<file path="src/source/reg_bus_pkg.sv">
package reg_bus_pkg;

    // ------------------------------------------------------------------------
    // bus widths
    // ------------------------------------------------------------------------
    localparam int ADDR_W    = 16;                 // register address width
    localparam int DATA_W    = 32;                 // quadlet data width
    localparam int BW_ADDR_W = 8;                  // block-write address, zero-extended

    // address space, taken from address bits 15:12
    typedef enum logic [3:0] {
        ADDR_MAIN = 4'h0,                          // board registers and channels
        ADDR_HUB  = 4'h2                           // hub quadlet buffer
    } addr_space_e;                                // any other value goes to the external bus

    // channel-0 board register offsets, address bits 3:0
    typedef enum logic [3:0] {
        REG_STATUS  = 4'd0,                        // timeout flag, board id, period
        REG_WDOG    = 4'd3,                        // watchdog period
        REG_VERSION = 4'd7,                        // firmware version
        REG_IPADDR  = 4'd11                        // ip address
    } board_reg_e;

    // which source owns the write bus this cycle
    typedef enum logic [1:0] {
        MASTER_BW  = 2'd0,                         // block-write engine, highest priority
        MASTER_ETH = 2'd1,                         // ethernet
        MASTER_FW  = 2'd2                          // firewire, the default owner
    } bus_master_e;

    localparam logic [DATA_W-1:0] IP_RESET = '1;   // unassigned ip address

endpackage

</file>
<file path="src/source/write_arbiter.sv">
`timescale 1ns/1ps

module write_arbiter (
    input  logic                             sysclk,
    input  logic                             rst_n,
    // block-write source
    input  logic                             bw_write_en,   // bw owns the bus
    input  logic [reg_bus_pkg::BW_ADDR_W-1:0] bw_reg_waddr,
    input  logic [reg_bus_pkg::DATA_W-1:0]    bw_reg_wdata,
    input  logic                             bw_reg_wen,
    input  logic                             bw_blk_wen,
    input  logic                             bw_blk_wstart,
    // ethernet source
    input  logic                             eth_write_en,  // eth owns the bus
    input  logic [reg_bus_pkg::ADDR_W-1:0]    eth_reg_waddr,
    input  logic [reg_bus_pkg::DATA_W-1:0]    eth_reg_wdata,
    input  logic                             eth_reg_wen,
    input  logic                             eth_blk_wen,
    input  logic                             eth_blk_wstart,
    // firewire source owns the bus when nobody else does
    input  logic [reg_bus_pkg::ADDR_W-1:0]    fw_reg_waddr,
    input  logic [reg_bus_pkg::DATA_W-1:0]    fw_reg_wdata,
    input  logic                             fw_reg_wen,
    input  logic                             fw_blk_wen,
    input  logic                             fw_blk_wstart,
    // shared write bus one cycle after the sources
    output logic [reg_bus_pkg::ADDR_W-1:0]    reg_waddr,
    output logic [reg_bus_pkg::DATA_W-1:0]    reg_wdata,
    output logic                             reg_wen,
    output logic                             blk_wen,
    output logic                             blk_wstart
);

    reg_bus_pkg::bus_master_e         master_sel;  // owner this cycle
    logic [reg_bus_pkg::ADDR_W-1:0]   sel_waddr;
    logic [reg_bus_pkg::DATA_W-1:0]   sel_wdata;
    logic [2:0]                       sel_strobe;  // {reg_wen, blk_wen, blk_wstart}

    always_comb begin
        if (bw_write_en)
            master_sel = reg_bus_pkg::MASTER_BW;
        else if (eth_write_en)
            master_sel = reg_bus_pkg::MASTER_ETH;
        else
            master_sel = reg_bus_pkg::MASTER_FW;
    end

    always_comb begin
        case (master_sel)
            reg_bus_pkg::MASTER_BW: begin
                sel_waddr  = {{(reg_bus_pkg::ADDR_W - reg_bus_pkg::BW_ADDR_W){1'b0}},
                              bw_reg_waddr};      // short address with upper bits zero
                sel_wdata  = bw_reg_wdata;
                sel_strobe = {bw_reg_wen, bw_blk_wen, bw_blk_wstart};
            end
            reg_bus_pkg::MASTER_ETH: begin
                sel_waddr  = eth_reg_waddr;
                sel_wdata  = eth_reg_wdata;
                sel_strobe = {eth_reg_wen, eth_blk_wen, eth_blk_wstart};
            end
            default: begin
                sel_waddr  = fw_reg_waddr;
                sel_wdata  = fw_reg_wdata;
                sel_strobe = {fw_reg_wen, fw_blk_wen, fw_blk_wstart};
            end
        endcase
    end

    // selected master registered onto the shared bus
    always_ff @(posedge sysclk) begin
        reg_waddr <= sel_waddr;
        reg_wdata <= sel_wdata;
        if (!rst_n) begin
            {reg_wen, blk_wen, blk_wstart} <= 3'b000;
        end else begin
            {reg_wen, blk_wen, blk_wstart} <= sel_strobe;
        end
    end

endmodule

</file>
<file path="src/source/hub_buffer.sv">
`timescale 1ns/1ps

module hub_buffer #(
    parameter int HUB_DEPTH_LOG2 = 6                 // log2 of entry count
) (
    input  logic                           sysclk,
    input  logic                           rst_n,
    // write bus
    input  logic                           reg_wen,
    input  logic [reg_bus_pkg::ADDR_W-1:0] reg_waddr,
    input  logic [reg_bus_pkg::DATA_W-1:0] reg_wdata,
    // read side
    input  logic [reg_bus_pkg::ADDR_W-1:0] reg_raddr,
    output logic [reg_bus_pkg::DATA_W-1:0] hub_rdata  // zero for unwritten entries
);

    localparam int DEPTH = 1 << HUB_DEPTH_LOG2;

    logic [reg_bus_pkg::DATA_W-1:0] mem [DEPTH];     // quadlet storage
    logic [DEPTH-1:0]               valid;           // one flag per entry
    logic [HUB_DEPTH_LOG2-1:0]      widx;
    logic [HUB_DEPTH_LOG2-1:0]      ridx;
    logic                           hub_wr;          // write lands in hub space

    assign widx   = reg_waddr[HUB_DEPTH_LOG2-1:0];
    assign ridx   = reg_raddr[HUB_DEPTH_LOG2-1:0];
    assign hub_wr = reg_wen && (reg_waddr[15:12] == reg_bus_pkg::ADDR_HUB);

    // ------------------------------------------------------------------------
    // storage
    // ------------------------------------------------------------------------
    always_ff @(posedge sysclk) begin
        if (hub_wr)
            mem[widx] <= reg_wdata;
    end

    always_ff @(posedge sysclk) begin
        if (!rst_n) begin
            valid <= '0;                             // buffer starts empty
        end else if (hub_wr) begin
            valid[widx] <= 1'b1;
        end
    end

    // combinational read, the router registers it
    assign hub_rdata = valid[ridx] ? mem[ridx] : '0;

endmodule

</file>
<file path="src/source/board_regs.sv">
`timescale 1ns/1ps

module board_regs #(
    parameter int          WDOG_TICK  = 16,           // cycles per watchdog count
    parameter logic [31:0] FW_VERSION = 32'h0000_0700 // version register contents
) (
    input  logic                           sysclk,
    input  logic                           rst_n,
    input  logic [3:0]                     board_id,    // rotary switch
    // write bus
    input  logic                           reg_wen,
    input  logic [reg_bus_pkg::ADDR_W-1:0] reg_waddr,
    input  logic [reg_bus_pkg::DATA_W-1:0] reg_wdata,
    // read side
    input  logic [reg_bus_pkg::ADDR_W-1:0] reg_raddr,
    output logic [reg_bus_pkg::DATA_W-1:0] chan0_rdata,
    output logic                           chan0_hit,   // offset implemented here
    // watchdog
    input  logic                           wdog_clear,  // host clears the flag
    output logic                           wdog_timeout
);

    localparam int PRE_W = $clog2(WDOG_TICK + 1);

    logic [reg_bus_pkg::DATA_W-1:0] ip_address;
    logic [15:0]                    wdog_period;      // 0 disables the watchdog
    logic [15:0]                    wdog_count;       // ticks since last restart
    logic [PRE_W-1:0]               wdog_presc;       // cycles within one tick
    logic                           wdog_tick;
    logic                           board_wr;         // any channel-0 write

    assign board_wr = reg_wen && (reg_waddr[15:12] == reg_bus_pkg::ADDR_MAIN)
                      && (reg_waddr[7:4] == 4'd0);

    // ------------------------------------------------------------------------
    // writable registers
    // ------------------------------------------------------------------------
    always_ff @(posedge sysclk) begin
        if (!rst_n) begin
            ip_address  <= reg_bus_pkg::IP_RESET;
            wdog_period <= 16'd0;                     // watchdog off
        end else if (board_wr) begin
            case (reg_waddr[3:0])
                reg_bus_pkg::REG_IPADDR: ip_address  <= reg_wdata;
                reg_bus_pkg::REG_WDOG:   wdog_period <= reg_wdata[15:0];
                default: ;                            // read-only or unclaimed
            endcase
        end
    end

    // ------------------------------------------------------------------------
    // watchdog
    // ------------------------------------------------------------------------
    assign wdog_tick = (wdog_presc == PRE_W'(WDOG_TICK - 1));

    always_ff @(posedge sysclk) begin
        if (!rst_n) begin
            wdog_presc   <= '0;
            wdog_count   <= 16'd0;
            wdog_timeout <= 1'b0;
        end else if (board_wr || wdog_clear) begin
            wdog_presc   <= '0;                       // host activity restarts the count
            wdog_count   <= 16'd0;
            wdog_timeout <= 1'b0;
        end else if (wdog_period != 16'd0) begin
            wdog_presc <= wdog_tick ? '0 : wdog_presc + 1'b1;
            if (wdog_tick && (wdog_count != wdog_period))
                wdog_count <= wdog_count + 16'd1;     // saturates at the period
            if (wdog_count == wdog_period)
                wdog_timeout <= 1'b1;
        end
    end

    // ------------------------------------------------------------------------
    // read mux
    // ------------------------------------------------------------------------
    always_comb begin
        chan0_hit   = 1'b1;
        chan0_rdata = '0;
        case (reg_raddr[3:0])
            reg_bus_pkg::REG_STATUS:
                chan0_rdata = {wdog_timeout, 3'd0, board_id, 8'd0, wdog_period};
            reg_bus_pkg::REG_VERSION: chan0_rdata = FW_VERSION;
            reg_bus_pkg::REG_IPADDR:  chan0_rdata = ip_address;
            reg_bus_pkg::REG_WDOG:    chan0_rdata = {16'd0, wdog_period};
            default: chan0_hit = 1'b0;                // external board answers
        endcase
    end

endmodule

</file>
<file path="src/source/read_router.sv">
`timescale 1ns/1ps

module read_router (
    input  logic                           sysclk,
    input  logic                           rst_n,
    // sampler
    input  logic                           sample_busy,     // sampler owns reg_raddr
    input  logic [3:0]                     sample_chan,
    // read address sources
    input  logic                           eth_read_en,     // eth read in progress
    input  logic [reg_bus_pkg::ADDR_W-1:0] eth_reg_raddr,
    input  logic [reg_bus_pkg::ADDR_W-1:0] fw_reg_raddr,
    // sample start requests
    input  logic                           eth_sample_start,
    input  logic                           fw_sample_start,
    // read data from the targets
    input  logic [reg_bus_pkg::DATA_W-1:0] hub_rdata,
    input  logic [reg_bus_pkg::DATA_W-1:0] chan0_rdata,
    input  logic                           chan0_hit,
    input  logic [reg_bus_pkg::DATA_W-1:0] reg_rdata_ext,   // external board
    // read bus
    output logic [reg_bus_pkg::ADDR_W-1:0] reg_raddr,
    output logic [reg_bus_pkg::DATA_W-1:0] reg_rdata,       // one cycle after reg_raddr
    output logic                           sample_start
);

    logic [3:0]                     raddr_space;
    logic                           is_chan0;               // main space, channel 0
    logic [reg_bus_pkg::DATA_W-1:0] rdata_sel;

    // ------------------------------------------------------------------------
    // address override and sampling
    // ------------------------------------------------------------------------
    assign reg_raddr = sample_busy ? {reg_bus_pkg::ADDR_MAIN, 4'd0, sample_chan, 4'd0} :
                       eth_read_en ? eth_reg_raddr :
                       fw_reg_raddr;

    // only one host is expected to start sampling at a time
    assign sample_start = (eth_sample_start | fw_sample_start) & ~sample_busy;

    // ------------------------------------------------------------------------
    // read data routing
    // ------------------------------------------------------------------------
    assign raddr_space = reg_raddr[15:12];
    assign is_chan0    = (raddr_space == reg_bus_pkg::ADDR_MAIN) && (reg_raddr[7:4] == 4'd0);

    always_comb begin
        if (raddr_space == reg_bus_pkg::ADDR_HUB)
            rdata_sel = hub_rdata;
        else if (is_chan0 && chan0_hit)
            rdata_sel = chan0_rdata;
        else
            rdata_sel = reg_rdata_ext;                      // everything unclaimed
    end

    always_ff @(posedge sysclk) begin
        if (!rst_n) begin
            reg_rdata <= '0;
        end else begin
            reg_rdata <= rdata_sel;
        end
    end

endmodule

</file>
<file path="src/source/reg_bus_top.sv">
`timescale 1ns/1ps

module reg_bus_top #(
    parameter int          HUB_DEPTH_LOG2 = 6,
    parameter int          WDOG_TICK      = 16,
    parameter logic [31:0] FW_VERSION     = 32'h0000_0700
) (
    input  logic                              sysclk,
    input  logic                              rst_n,
    // block-write source
    input  logic                              bw_write_en,
    input  logic [reg_bus_pkg::BW_ADDR_W-1:0] bw_reg_waddr,
    input  logic [reg_bus_pkg::DATA_W-1:0]    bw_reg_wdata,
    input  logic                              bw_reg_wen,
    input  logic                              bw_blk_wen,
    input  logic                              bw_blk_wstart,
    // ethernet source
    input  logic                              eth_write_en,
    input  logic [reg_bus_pkg::ADDR_W-1:0]    eth_reg_waddr,
    input  logic [reg_bus_pkg::DATA_W-1:0]    eth_reg_wdata,
    input  logic                              eth_reg_wen,
    input  logic                              eth_blk_wen,
    input  logic                              eth_blk_wstart,
    input  logic                              eth_read_en,
    input  logic [reg_bus_pkg::ADDR_W-1:0]    eth_reg_raddr,
    input  logic                              eth_sample_start,
    // firewire source
    input  logic [reg_bus_pkg::ADDR_W-1:0]    fw_reg_waddr,
    input  logic [reg_bus_pkg::DATA_W-1:0]    fw_reg_wdata,
    input  logic                              fw_reg_wen,
    input  logic                              fw_blk_wen,
    input  logic                              fw_blk_wstart,
    input  logic [reg_bus_pkg::ADDR_W-1:0]    fw_reg_raddr,
    input  logic                              fw_sample_start,
    // sampler, board and external bus
    input  logic                              sample_busy,
    input  logic [3:0]                        sample_chan,
    input  logic [3:0]                        board_id,
    input  logic [reg_bus_pkg::DATA_W-1:0]    reg_rdata_ext,
    input  logic                              wdog_clear,
    // write bus
    output logic [reg_bus_pkg::ADDR_W-1:0]    reg_waddr,
    output logic [reg_bus_pkg::DATA_W-1:0]    reg_wdata,
    output logic                              reg_wen,
    output logic                              blk_wen,
    output logic                              blk_wstart,
    // read bus
    output logic [reg_bus_pkg::ADDR_W-1:0]    reg_raddr,
    output logic [reg_bus_pkg::DATA_W-1:0]    reg_rdata,
    output logic                              sample_start,
    output logic                              wdog_timeout
);

    logic [reg_bus_pkg::DATA_W-1:0] hub_rdata;      // hub space read data
    logic [reg_bus_pkg::DATA_W-1:0] chan0_rdata;    // board register read data
    logic                           chan0_hit;

    // ------------------------------------------------------------------------
    // write side
    // ------------------------------------------------------------------------
    write_arbiter i_write_arbiter (
        .sysclk(sysclk), .rst_n(rst_n),
        .bw_write_en(bw_write_en), .bw_reg_waddr(bw_reg_waddr),
        .bw_reg_wdata(bw_reg_wdata), .bw_reg_wen(bw_reg_wen),
        .bw_blk_wen(bw_blk_wen), .bw_blk_wstart(bw_blk_wstart),
        .eth_write_en(eth_write_en), .eth_reg_waddr(eth_reg_waddr),
        .eth_reg_wdata(eth_reg_wdata), .eth_reg_wen(eth_reg_wen),
        .eth_blk_wen(eth_blk_wen), .eth_blk_wstart(eth_blk_wstart),
        .fw_reg_waddr(fw_reg_waddr), .fw_reg_wdata(fw_reg_wdata),
        .fw_reg_wen(fw_reg_wen), .fw_blk_wen(fw_blk_wen), .fw_blk_wstart(fw_blk_wstart),
        .reg_waddr(reg_waddr), .reg_wdata(reg_wdata), .reg_wen(reg_wen),
        .blk_wen(blk_wen), .blk_wstart(blk_wstart)
    );

    // ------------------------------------------------------------------------
    // write targets
    // ------------------------------------------------------------------------
    hub_buffer #(.HUB_DEPTH_LOG2(HUB_DEPTH_LOG2)) i_hub_buffer (
        .sysclk(sysclk), .rst_n(rst_n),
        .reg_wen(reg_wen), .reg_waddr(reg_waddr), .reg_wdata(reg_wdata),
        .reg_raddr(reg_raddr), .hub_rdata(hub_rdata)
    );

    board_regs #(.WDOG_TICK(WDOG_TICK), .FW_VERSION(FW_VERSION)) i_board_regs (
        .sysclk(sysclk), .rst_n(rst_n), .board_id(board_id),
        .reg_wen(reg_wen), .reg_waddr(reg_waddr), .reg_wdata(reg_wdata),
        .reg_raddr(reg_raddr), .chan0_rdata(chan0_rdata), .chan0_hit(chan0_hit),
        .wdog_clear(wdog_clear), .wdog_timeout(wdog_timeout)
    );

    // read address and data return
    read_router i_read_router (
        .sysclk(sysclk), .rst_n(rst_n),
        .sample_busy(sample_busy), .sample_chan(sample_chan),
        .eth_read_en(eth_read_en), .eth_reg_raddr(eth_reg_raddr),
        .fw_reg_raddr(fw_reg_raddr),
        .eth_sample_start(eth_sample_start), .fw_sample_start(fw_sample_start),
        .hub_rdata(hub_rdata), .chan0_rdata(chan0_rdata), .chan0_hit(chan0_hit),
        .reg_rdata_ext(reg_rdata_ext),
        .reg_raddr(reg_raddr), .reg_rdata(reg_rdata), .sample_start(sample_start)
    );

endmodule

</file>
<file path="config.mk">
export PLATFORM = sky130hd
export DESIGN_NAME = reg_bus_top
export DESIGN_NICKNAME = d
export VERILOG_FILES = /design/src/source/reg_bus_pkg.sv /design/src/source/write_arbiter.sv /design/src/source/hub_buffer.sv /design/src/source/board_regs.sv /design/src/source/read_router.sv /design/src/source/reg_bus_top.sv
export SDC_FILE = /design/constraint.sdc
export NUM_CORES = 2
export LEC_CHECK = 0
export ABC_AREA = 1
export BUFFER_PORTS_ARGS = -buffer_cell sky130_fd_sc_hd__buf_2
export CORE_ASPECT_RATIO = 0.7
export CORE_MARGIN = 2
export CORE_UTILIZATION = 25
export DETAILED_ROUTE_END_ITERATION = 6
export PLACE_DENSITY_LB_ADDON = 0.2
export SYNTH_ARGS = -nofsm -noshare
export SYNTH_HDL_FRONTEND = slang
export SYNTH_HIERARCHICAL = 1
export SYNTH_SLANG_ARGS = --single-unit
</file>
<file path="constraint.sdc">
create_clock -name sysclk -period 3.7 [get_ports sysclk]
set_input_delay 0.74 -clock sysclk [delete_from_list [all_inputs] [get_ports sysclk]]
set_output_delay 0.74 -clock sysclk [all_outputs]
set_load 0.03 [all_outputs]
</file>
Word-level counts from Yosys, hierarchy flattened
Memories as Yosys holds them, arrays and structs flattened.
Cells that the tools add are included.
W data, S select, Z words.
- register bits after elaboration: 217
- memory bits (writable): 2048
- input bits: 226
- output and inout bits: 101
- word-level logic and storage cells: 74
- memories: 1
- $add $sub $neg: 2
- $lt $le $gt $ge: 3
- equal/unequal tests: 11
- mux-type cells: 19
- bitwise logic cells: 5
- reduce and logical (&&, ||, !) cells: 21
- memories (memory ; depth ; bits a word ; rd ports ; clocked after Yosys merged registers in ; wr ports ; line ; source):
    i_hub_buffer.mem ; 64 ; 32 ; 1 ; 0 ; 1 ; hub_buffer.sv:19 ; logic [reg_bus_pkg::DATA_W-1:0] mem [DEPTH];
- operator list (kind ; count):
    $pmux W32 S4 ; 1
    $mux W32 ; 3
    $or A64 B64 Y64 ; 1
    $pmux W32 S2 ; 1
    $mux W16 ; 2
    $pmux W16 S2 ; 1
    $logic_not A4 Y1 ; 5
    $add A16 B1 Y16 const B ; 1
    $eq A16 B16 Y1 ; 1
    $eq A4 B2 Y1 const B ; 4
    $ne A16 B16 Y1 ; 1
    $reduce_bool A16 Y1 ; 1
    $lt A6 B7 Y1 const B ; 2
    $eq A4 B4 Y1 const B ; 2
    $reduce_and A2 Y1 ; 4
    $logic_and A1 B1 Y1 ; 7
    $bmux W1 S6 ; 1
    $demux W1 S6 ; 1
    $ge A6 B1 Y1 const B ; 1
    $pmux W3 S2 ; 1
    $add A5 B1 Y5 const B ; 1
    $eq A5 B4 Y1 const B ; 1
    $mux W1 ; 5
    $mux W5 ; 1
    10 further kinds ; 12

Logic depth before layout (Yosys ltp)
- depth after elaboration: 8
- mapped depth: 21
- depth with buffers taken out: 16

By module
Netlist, hierarchy kept.
- modules (own cells, without submodules) (module ; times used ; cells an instance ; area an instance (um^2) ; seq. area each (um^2)):
    hub_buffer ; 1 ; 7073 ; 84588.6 ; 62780.2
    board_regs ; 1 ; 578 ; 3743.6 ; 1401.3
    read_router ; 1 ; 361 ; 2270.9 ; 640.6
    write_arbiter ; 1 ; 272 ; 1955.6 ; 1021.0

Least setup slack after synthesis
OpenSTA, ideal clock, no wires.
- path kind: input to register
- start point: input port sample_busy
- end point: register i_read_router/reg_rdata[14] in the netlist's numbering
- setup time: 0.117 ns
- arrival time: 3.130 ns
- data required time: 3.583 ns
- slack: 0.453 ns
- cell stages on the path: 17
- buffers on the path: 5
- cell sequence: inv_2 -> buf_2 -> o21ai_0 -> nor2_1 -> buf_4 -> buf_4 -> buf_4 -> clkbuf_1 -> nand3_1 -> nand3_1 -> nand3_1 -> nand3_1 -> nand3_1 -> nand2_1 -> nor2_1 -> o21ai_0 -> nor2_1
- elaborated cells between the ends (all ways): 19
- classes of those cells: 4 x eq/ne; 8 x mux; 6 x reduce/logical; 1 x memory
- RTL lines (item ; line ; source):
    from (decl) ; reg_bus_top.sv:36 ; input logic sample_busy,
    $mux W16 * ; read_router.sv:34 ; assign reg_raddr = sample_busy ? {reg_bus_pkg::ADDR_MAIN, 4'd0, sample_chan, 4'd0} :
    via reg_raddr, one bit ; reg_bus_top.sv:48 ; output logic [reg_bus_pkg::ADDR_W-1:0] reg_raddr,
    $bmux W1 S6 ; hub_buffer.sv:46 ; assign hub_rdata = valid[ridx] ? mem[ridx] : '0;
    $mux W1 (not written as such) ; hub_buffer.sv:46 ;
    $mux W32 * ; hub_buffer.sv:46 ;
    via hub_rdata, one bit ; reg_bus_top.sv:54 ; logic [reg_bus_pkg::DATA_W-1:0] hub_rdata;
    $mux W32 * ; read_router.sv:48 ; if (raddr_space == reg_bus_pkg::ADDR_HUB)
    to (signal assigned) ; read_router.sv:60 ; reg_rdata <= rdata_sel;
    to (decl) ; read_router.sv:23 ; output logic [reg_bus_pkg::DATA_W-1:0] reg_rdata,
Mark *: on every way through the listed nets, which the timed path passes. The rest lies on a longest branch. The select of a mux whose other input is x is not followed.
A chain may end at the register's enable or synchronous reset.

Final worst setup path
- start point: input port eth_read_en
- end point: register i_read_router/reg_rdata[16] in the netlist's numbering
- elaborated cells between the ends (all ways): 20
- classes of those cells: 4 x eq/ne; 9 x mux; 6 x reduce/logical; 1 x memory
- RTL lines (item ; line ; source):
    from (decl) ; reg_bus_top.sv:24 ; input logic eth_read_en,
    $mux W16 * ; read_router.sv:35 ; eth_read_en ? eth_reg_raddr :
    $mux W16 * ; read_router.sv:34 ;
    $bmux W1 S6 ; hub_buffer.sv:46 ;
    $mux W1 (not written as such) ; hub_buffer.sv:46 ;
    $mux W32 * ; hub_buffer.sv:46 ;
    via hub_rdata, one bit ; reg_bus_top.sv:54 ;
    $mux W32 * ; read_router.sv:48 ;
Marked as above.

==> summary.md <==
| Metric | Value |
|---|---|
| Num ports | `approximately 330` |
| Critical Path RT | `between 4 and 5 ns` |
| Initial antenna violation count | `28` |
| Post-DP Area | `0.1056 sq mm` |
| Worst-path cell chain | `buf_2, o21ai_0, buf_4, nor2_4, buf_12, inv_8, buf_12, buf_12, buf_4, buf_4, nand2_1, nand3_1, nand3_1, nand3_1, nand3_1, nand3_1, nand2_1, nor2_1, o21ai_0, nor2_1` |
| Switching pwr | `14.44 mW` |
| Drt drc | `0` |
| Worst path arrival time | `between 4 and 5 ns` |
| Rows | `186` |
| Max Clk Rate | `298.9 MHz` |
| Largest net degree at the start of global routing | `97` |
| Crit Reg-Reg Startpoint | `i_write_arbiter/reg_waddr[13]` |
| Syn_nets | `8512` |
| Cell area after layout | `around 0.11 sq mm` |
| Worst-skew pair later-pin latency | `0.89 ns` |
| CP dominant cell by count | `nand3_1` |
| Final wirelength | `~350 mm` |
| Post-synth top area cell | `edfxtp_1` |
| Synth cell types | `43` |
| First-pass GRT wire length | `492.7 mm` |
| Setup TNS | `0 ns` |
| Hold crit path type | `in -> reg` |
| Gpl congestion | `0.9200` |
| Clock buffer count from CTS | `220` |
| Final Cycle Share | `90.41%` |
| Die width | `731.3 um` |
| Die Ht | `~510 um` |
| Clock Root Buffer | `clkbuf_16` |
| Total grt overflow | `0` |
| Final Setup Violations | `0` |
| Htree depth | `4` |
| Max_slew headroom | `a little over a quarter` |
| Synth area leaders | `edfxtp_1, nand3_1, nand2_1, dfxtp_1, buf_2` |
| Top delay family on crit path | `simple AND/OR/NAND/NOR gates` |
| Logic gate share of total power | `around a tenth` |
| Pins Over Slew Limit | `0` |
| Fin crit period | `3.345 ns` |
| First DRT Iteration DRCs | `8315` |
| Final hold viol count | `0` |
| Static Leak | `roughly 41 nW` |
| Hold buffer count at cts | `12` |
| Worst-Margin Slew | `around 1.1 ns` |
| P per Cell Area | `505.1 mW/mm^2` |
| Warnings, synthesis | `6` |
| # nets final | `9267` |
| Synth top area share | `66.44%` |
| Beginning of the critical path | `eth_read_en` |
| Core area | `between 0.3 and 0.4 sq mm` |
| Int Power | `approximately 42 mW` |
| Crit-path max FO | `23` |
| Sink Count | `2265` |
| Final Hold Slack | `roughly 0.073 ns` |
| Seq pwr share | `about half` |
| Worst path bufs/invs | `8` |
| Crit Path Class | `in -> reg` |
| Final Non-Filler Cells | `14110` |
| Peak VDD IR | `approximately 0.34 mV` |
| Share of post-route cells with drive strength above 1 | `between 10% and 20%` |
| RSZ-0062 raised after global routing | `no` |
| Max stage delay cell, worst path | `nor2_1` |
| Max Buffers Root-to-Sink | `4` |
| Max-cap violations | `0` |
| CTS tree | `yes` |
| Die ar. | `around 0.38 sq mm` |
| Initial Util | `between 20% and 30%` |
| Vias in the first global route | `between 60000 and 70000` |
| Post-synthesis register bit count | `2265` |
| Inst Count DP | `around 14000` |
| Area Growth Syn to Fin | `21.78%` |
| DR pass1 iterations | `6` |
| Netlist Area Pre-Place | `about 0.093 sq mm` |
| Fin Clk Skew | `about 0.054 ns` |
| Post-DP HPWL | `between 200 and 250 mm` |
| DR vias/cell | `a little under 5` |
| CP max stage delay | `between 0.5 and 0.6 ns` |
| Setup Fix Bufs, Post-CTS | `0` |
| Wire per inst | `~25 um` |
| Sequential fraction of the synthesis area | `a little over 70%` |
| Post-Syn Instances | `around 8300` |
| Detail Route Antenna Nets | `0` |
| Worst setup SP type | `input pin` |
| Clk pwr share | `39.9%` |
| Crit. End Element | `flip-flop` |
| Status | `complete, no violations` |
| Synth Area per Inst | `11.17 sq um` |
| PortBufs | `about 330` |
| Switching share of power | `between 20% and 30%` |
| Core Util, Final | `a little under a third` |
| Resized Gates After CTS | `0` |
| Hold_sp | `eth_reg_waddr[2]` |
| Via Count | `between 60000 and 70000` |
| GRT Util Overall | `between 15 and 20%` |
| Reg clk slew, reported paths | `around 0.06 ns` |
## per-stage QoR
| stage | setup slack, ns | power, mW |
|---|---|---|
| after detailed placement | -0.4363 | 34.79 |
| after global placement | -0.4731 | 34.80 |
| final | 0.3549 | 56.93 |
| after floorplan | 0.4533 | 31.78 |
| after global routing | 0.2696 | 58.83 |
| after CTS | 0.4710 | 57.43 |
## power by group through the flow
stage / logic [mW] / registers [mW] / clock network [mW]
after floorplan: 2.46 / 29.3 / 0
after global placement: 5.79 / 29.0 / 0
after detailed placement: 5.78 / 29.0 / 0
after CTS: 5.81 / 28.5 / 23.2
after global routing: 6.21 / 28.4 / 24.2
final: 5.77 / 28.4 / 22.7
## state kept, by name, indices dropped and copies added, names as in the netlist
register and count:
i_hub_buffer/valid 64, i_write_arbiter/blk_wstart 1, i_hub_buffer/mem 2048, i_write_arbiter/blk_wen 1, i_write_arbiter/reg_waddr 16, i_board_regs/wdog_timeout 1, i_board_regs/wdog_presc 5, i_board_regs/wdog_count 16
i_board_regs/ip_address 32, i_write_arbiter/reg_wdata 32, i_write_arbiter/reg_wen 1, i_read_router/reg_rdata 32, i_board_regs/wdog_period 16
## worst paths after layout
path,to,slack (ns),cells after the start
worst max register to register,i_hub_buffer/mem[36][9],0.55,8
worst min-delay path,i_write_arbiter/reg_waddr[2],0.07,3
worst max-delay path,i_read_router/reg_rdata[16],0.35,20
worst min register to register,i_board_regs/ip_address[23],0.46,2
## layer usage
| layer | vias up | GRT usage [%] | wire [um] |
|---|---|---|---|
| met3 | 379 | 2.874 | 24400 |
| met5 | - | 0 | 85 |
| met1 | 34370 | 28.48 | 172100 |
| li1 | 30560 | - | - |
| met2 | 2707 | 25.60 | 144800 |
| met4 | 8 | 3.420 | 6582 |
## logic make-up (layout without fill, tap and decap cells)
group           after synthesis  in the layout  synth area share [%]
flops                      2265           2265                 71.14
compound gates              147            147                0.8422
fa+ha+maj                     2              2               0.02703
xor+xnor                     10             10               0.09462
buf+inv                     674           1602                 3.631
simple gates               5186           5186                 24.27
other cells                   0             12                     0
## Yosys cell counts (all sizes together)
cell type,instances
buf,430
or3,1
nor2,377
o21a,1
or2,7
nor4,3
clkinv,1
nand3,2209
and3,1
ha,2
a22o,5
o21ai,70
xor2,10
and2,1
inv,135
dfxtp,217
nand4,9
clkbuf,108
edfxtp,2048
nor3,13
a21oi,68
o211ai,3
nand2,2565
## cell usage in the layout, fill, tap and decap left out, types with 27 or more instances in the layout
| cell type | instances |
|---|---|
| clkinv_2 | 27 |
| a21oi_1 | 66 |
| nand2_1 | 2558 |
| edfxtp_1 | 2048 |
| buf_4 | 567 |
| buf_2 | 326 |
| clkbuf_1 | 65 |
| buf_12 | 166 |
| dfxtp_1 | 185 |
| nor2_4 | 69 |
| clkbuf_16 | 223 |
| clkinv_1 | 37 |
| nand3_1 | 2204 |
| inv_1 | 120 |
| dfxtp_2 | 32 |
| nor2_1 | 306 |
| o21ai_0 | 58 |
## final cells by class
| class | instances | area, sq um |
|---|---|---|
| Antenna cell | 12 | 30.03 |
| Clock inverter | 95 | 959.7 |
| Inverter | 136 | 544.3 |
| Clock buffer | 300 | 5989 |
| Multi-Input combinational cell | 5345 | 23870 |
| Sequential cell | 2265 | 65880 |
| Tap cell | 4888 | 6116 |
| Timing Repair Buffer | 1071 | 9331 |
| Fill cell | 37530 | 255000 |
## worst min-delay path, delay by kind of cell
family | cells | cell delay [ns]
buffers and inverters | 1 | 0.08
and+or+nand+nor | 2 | 0.11
Power figures use the tool's default switching activity.
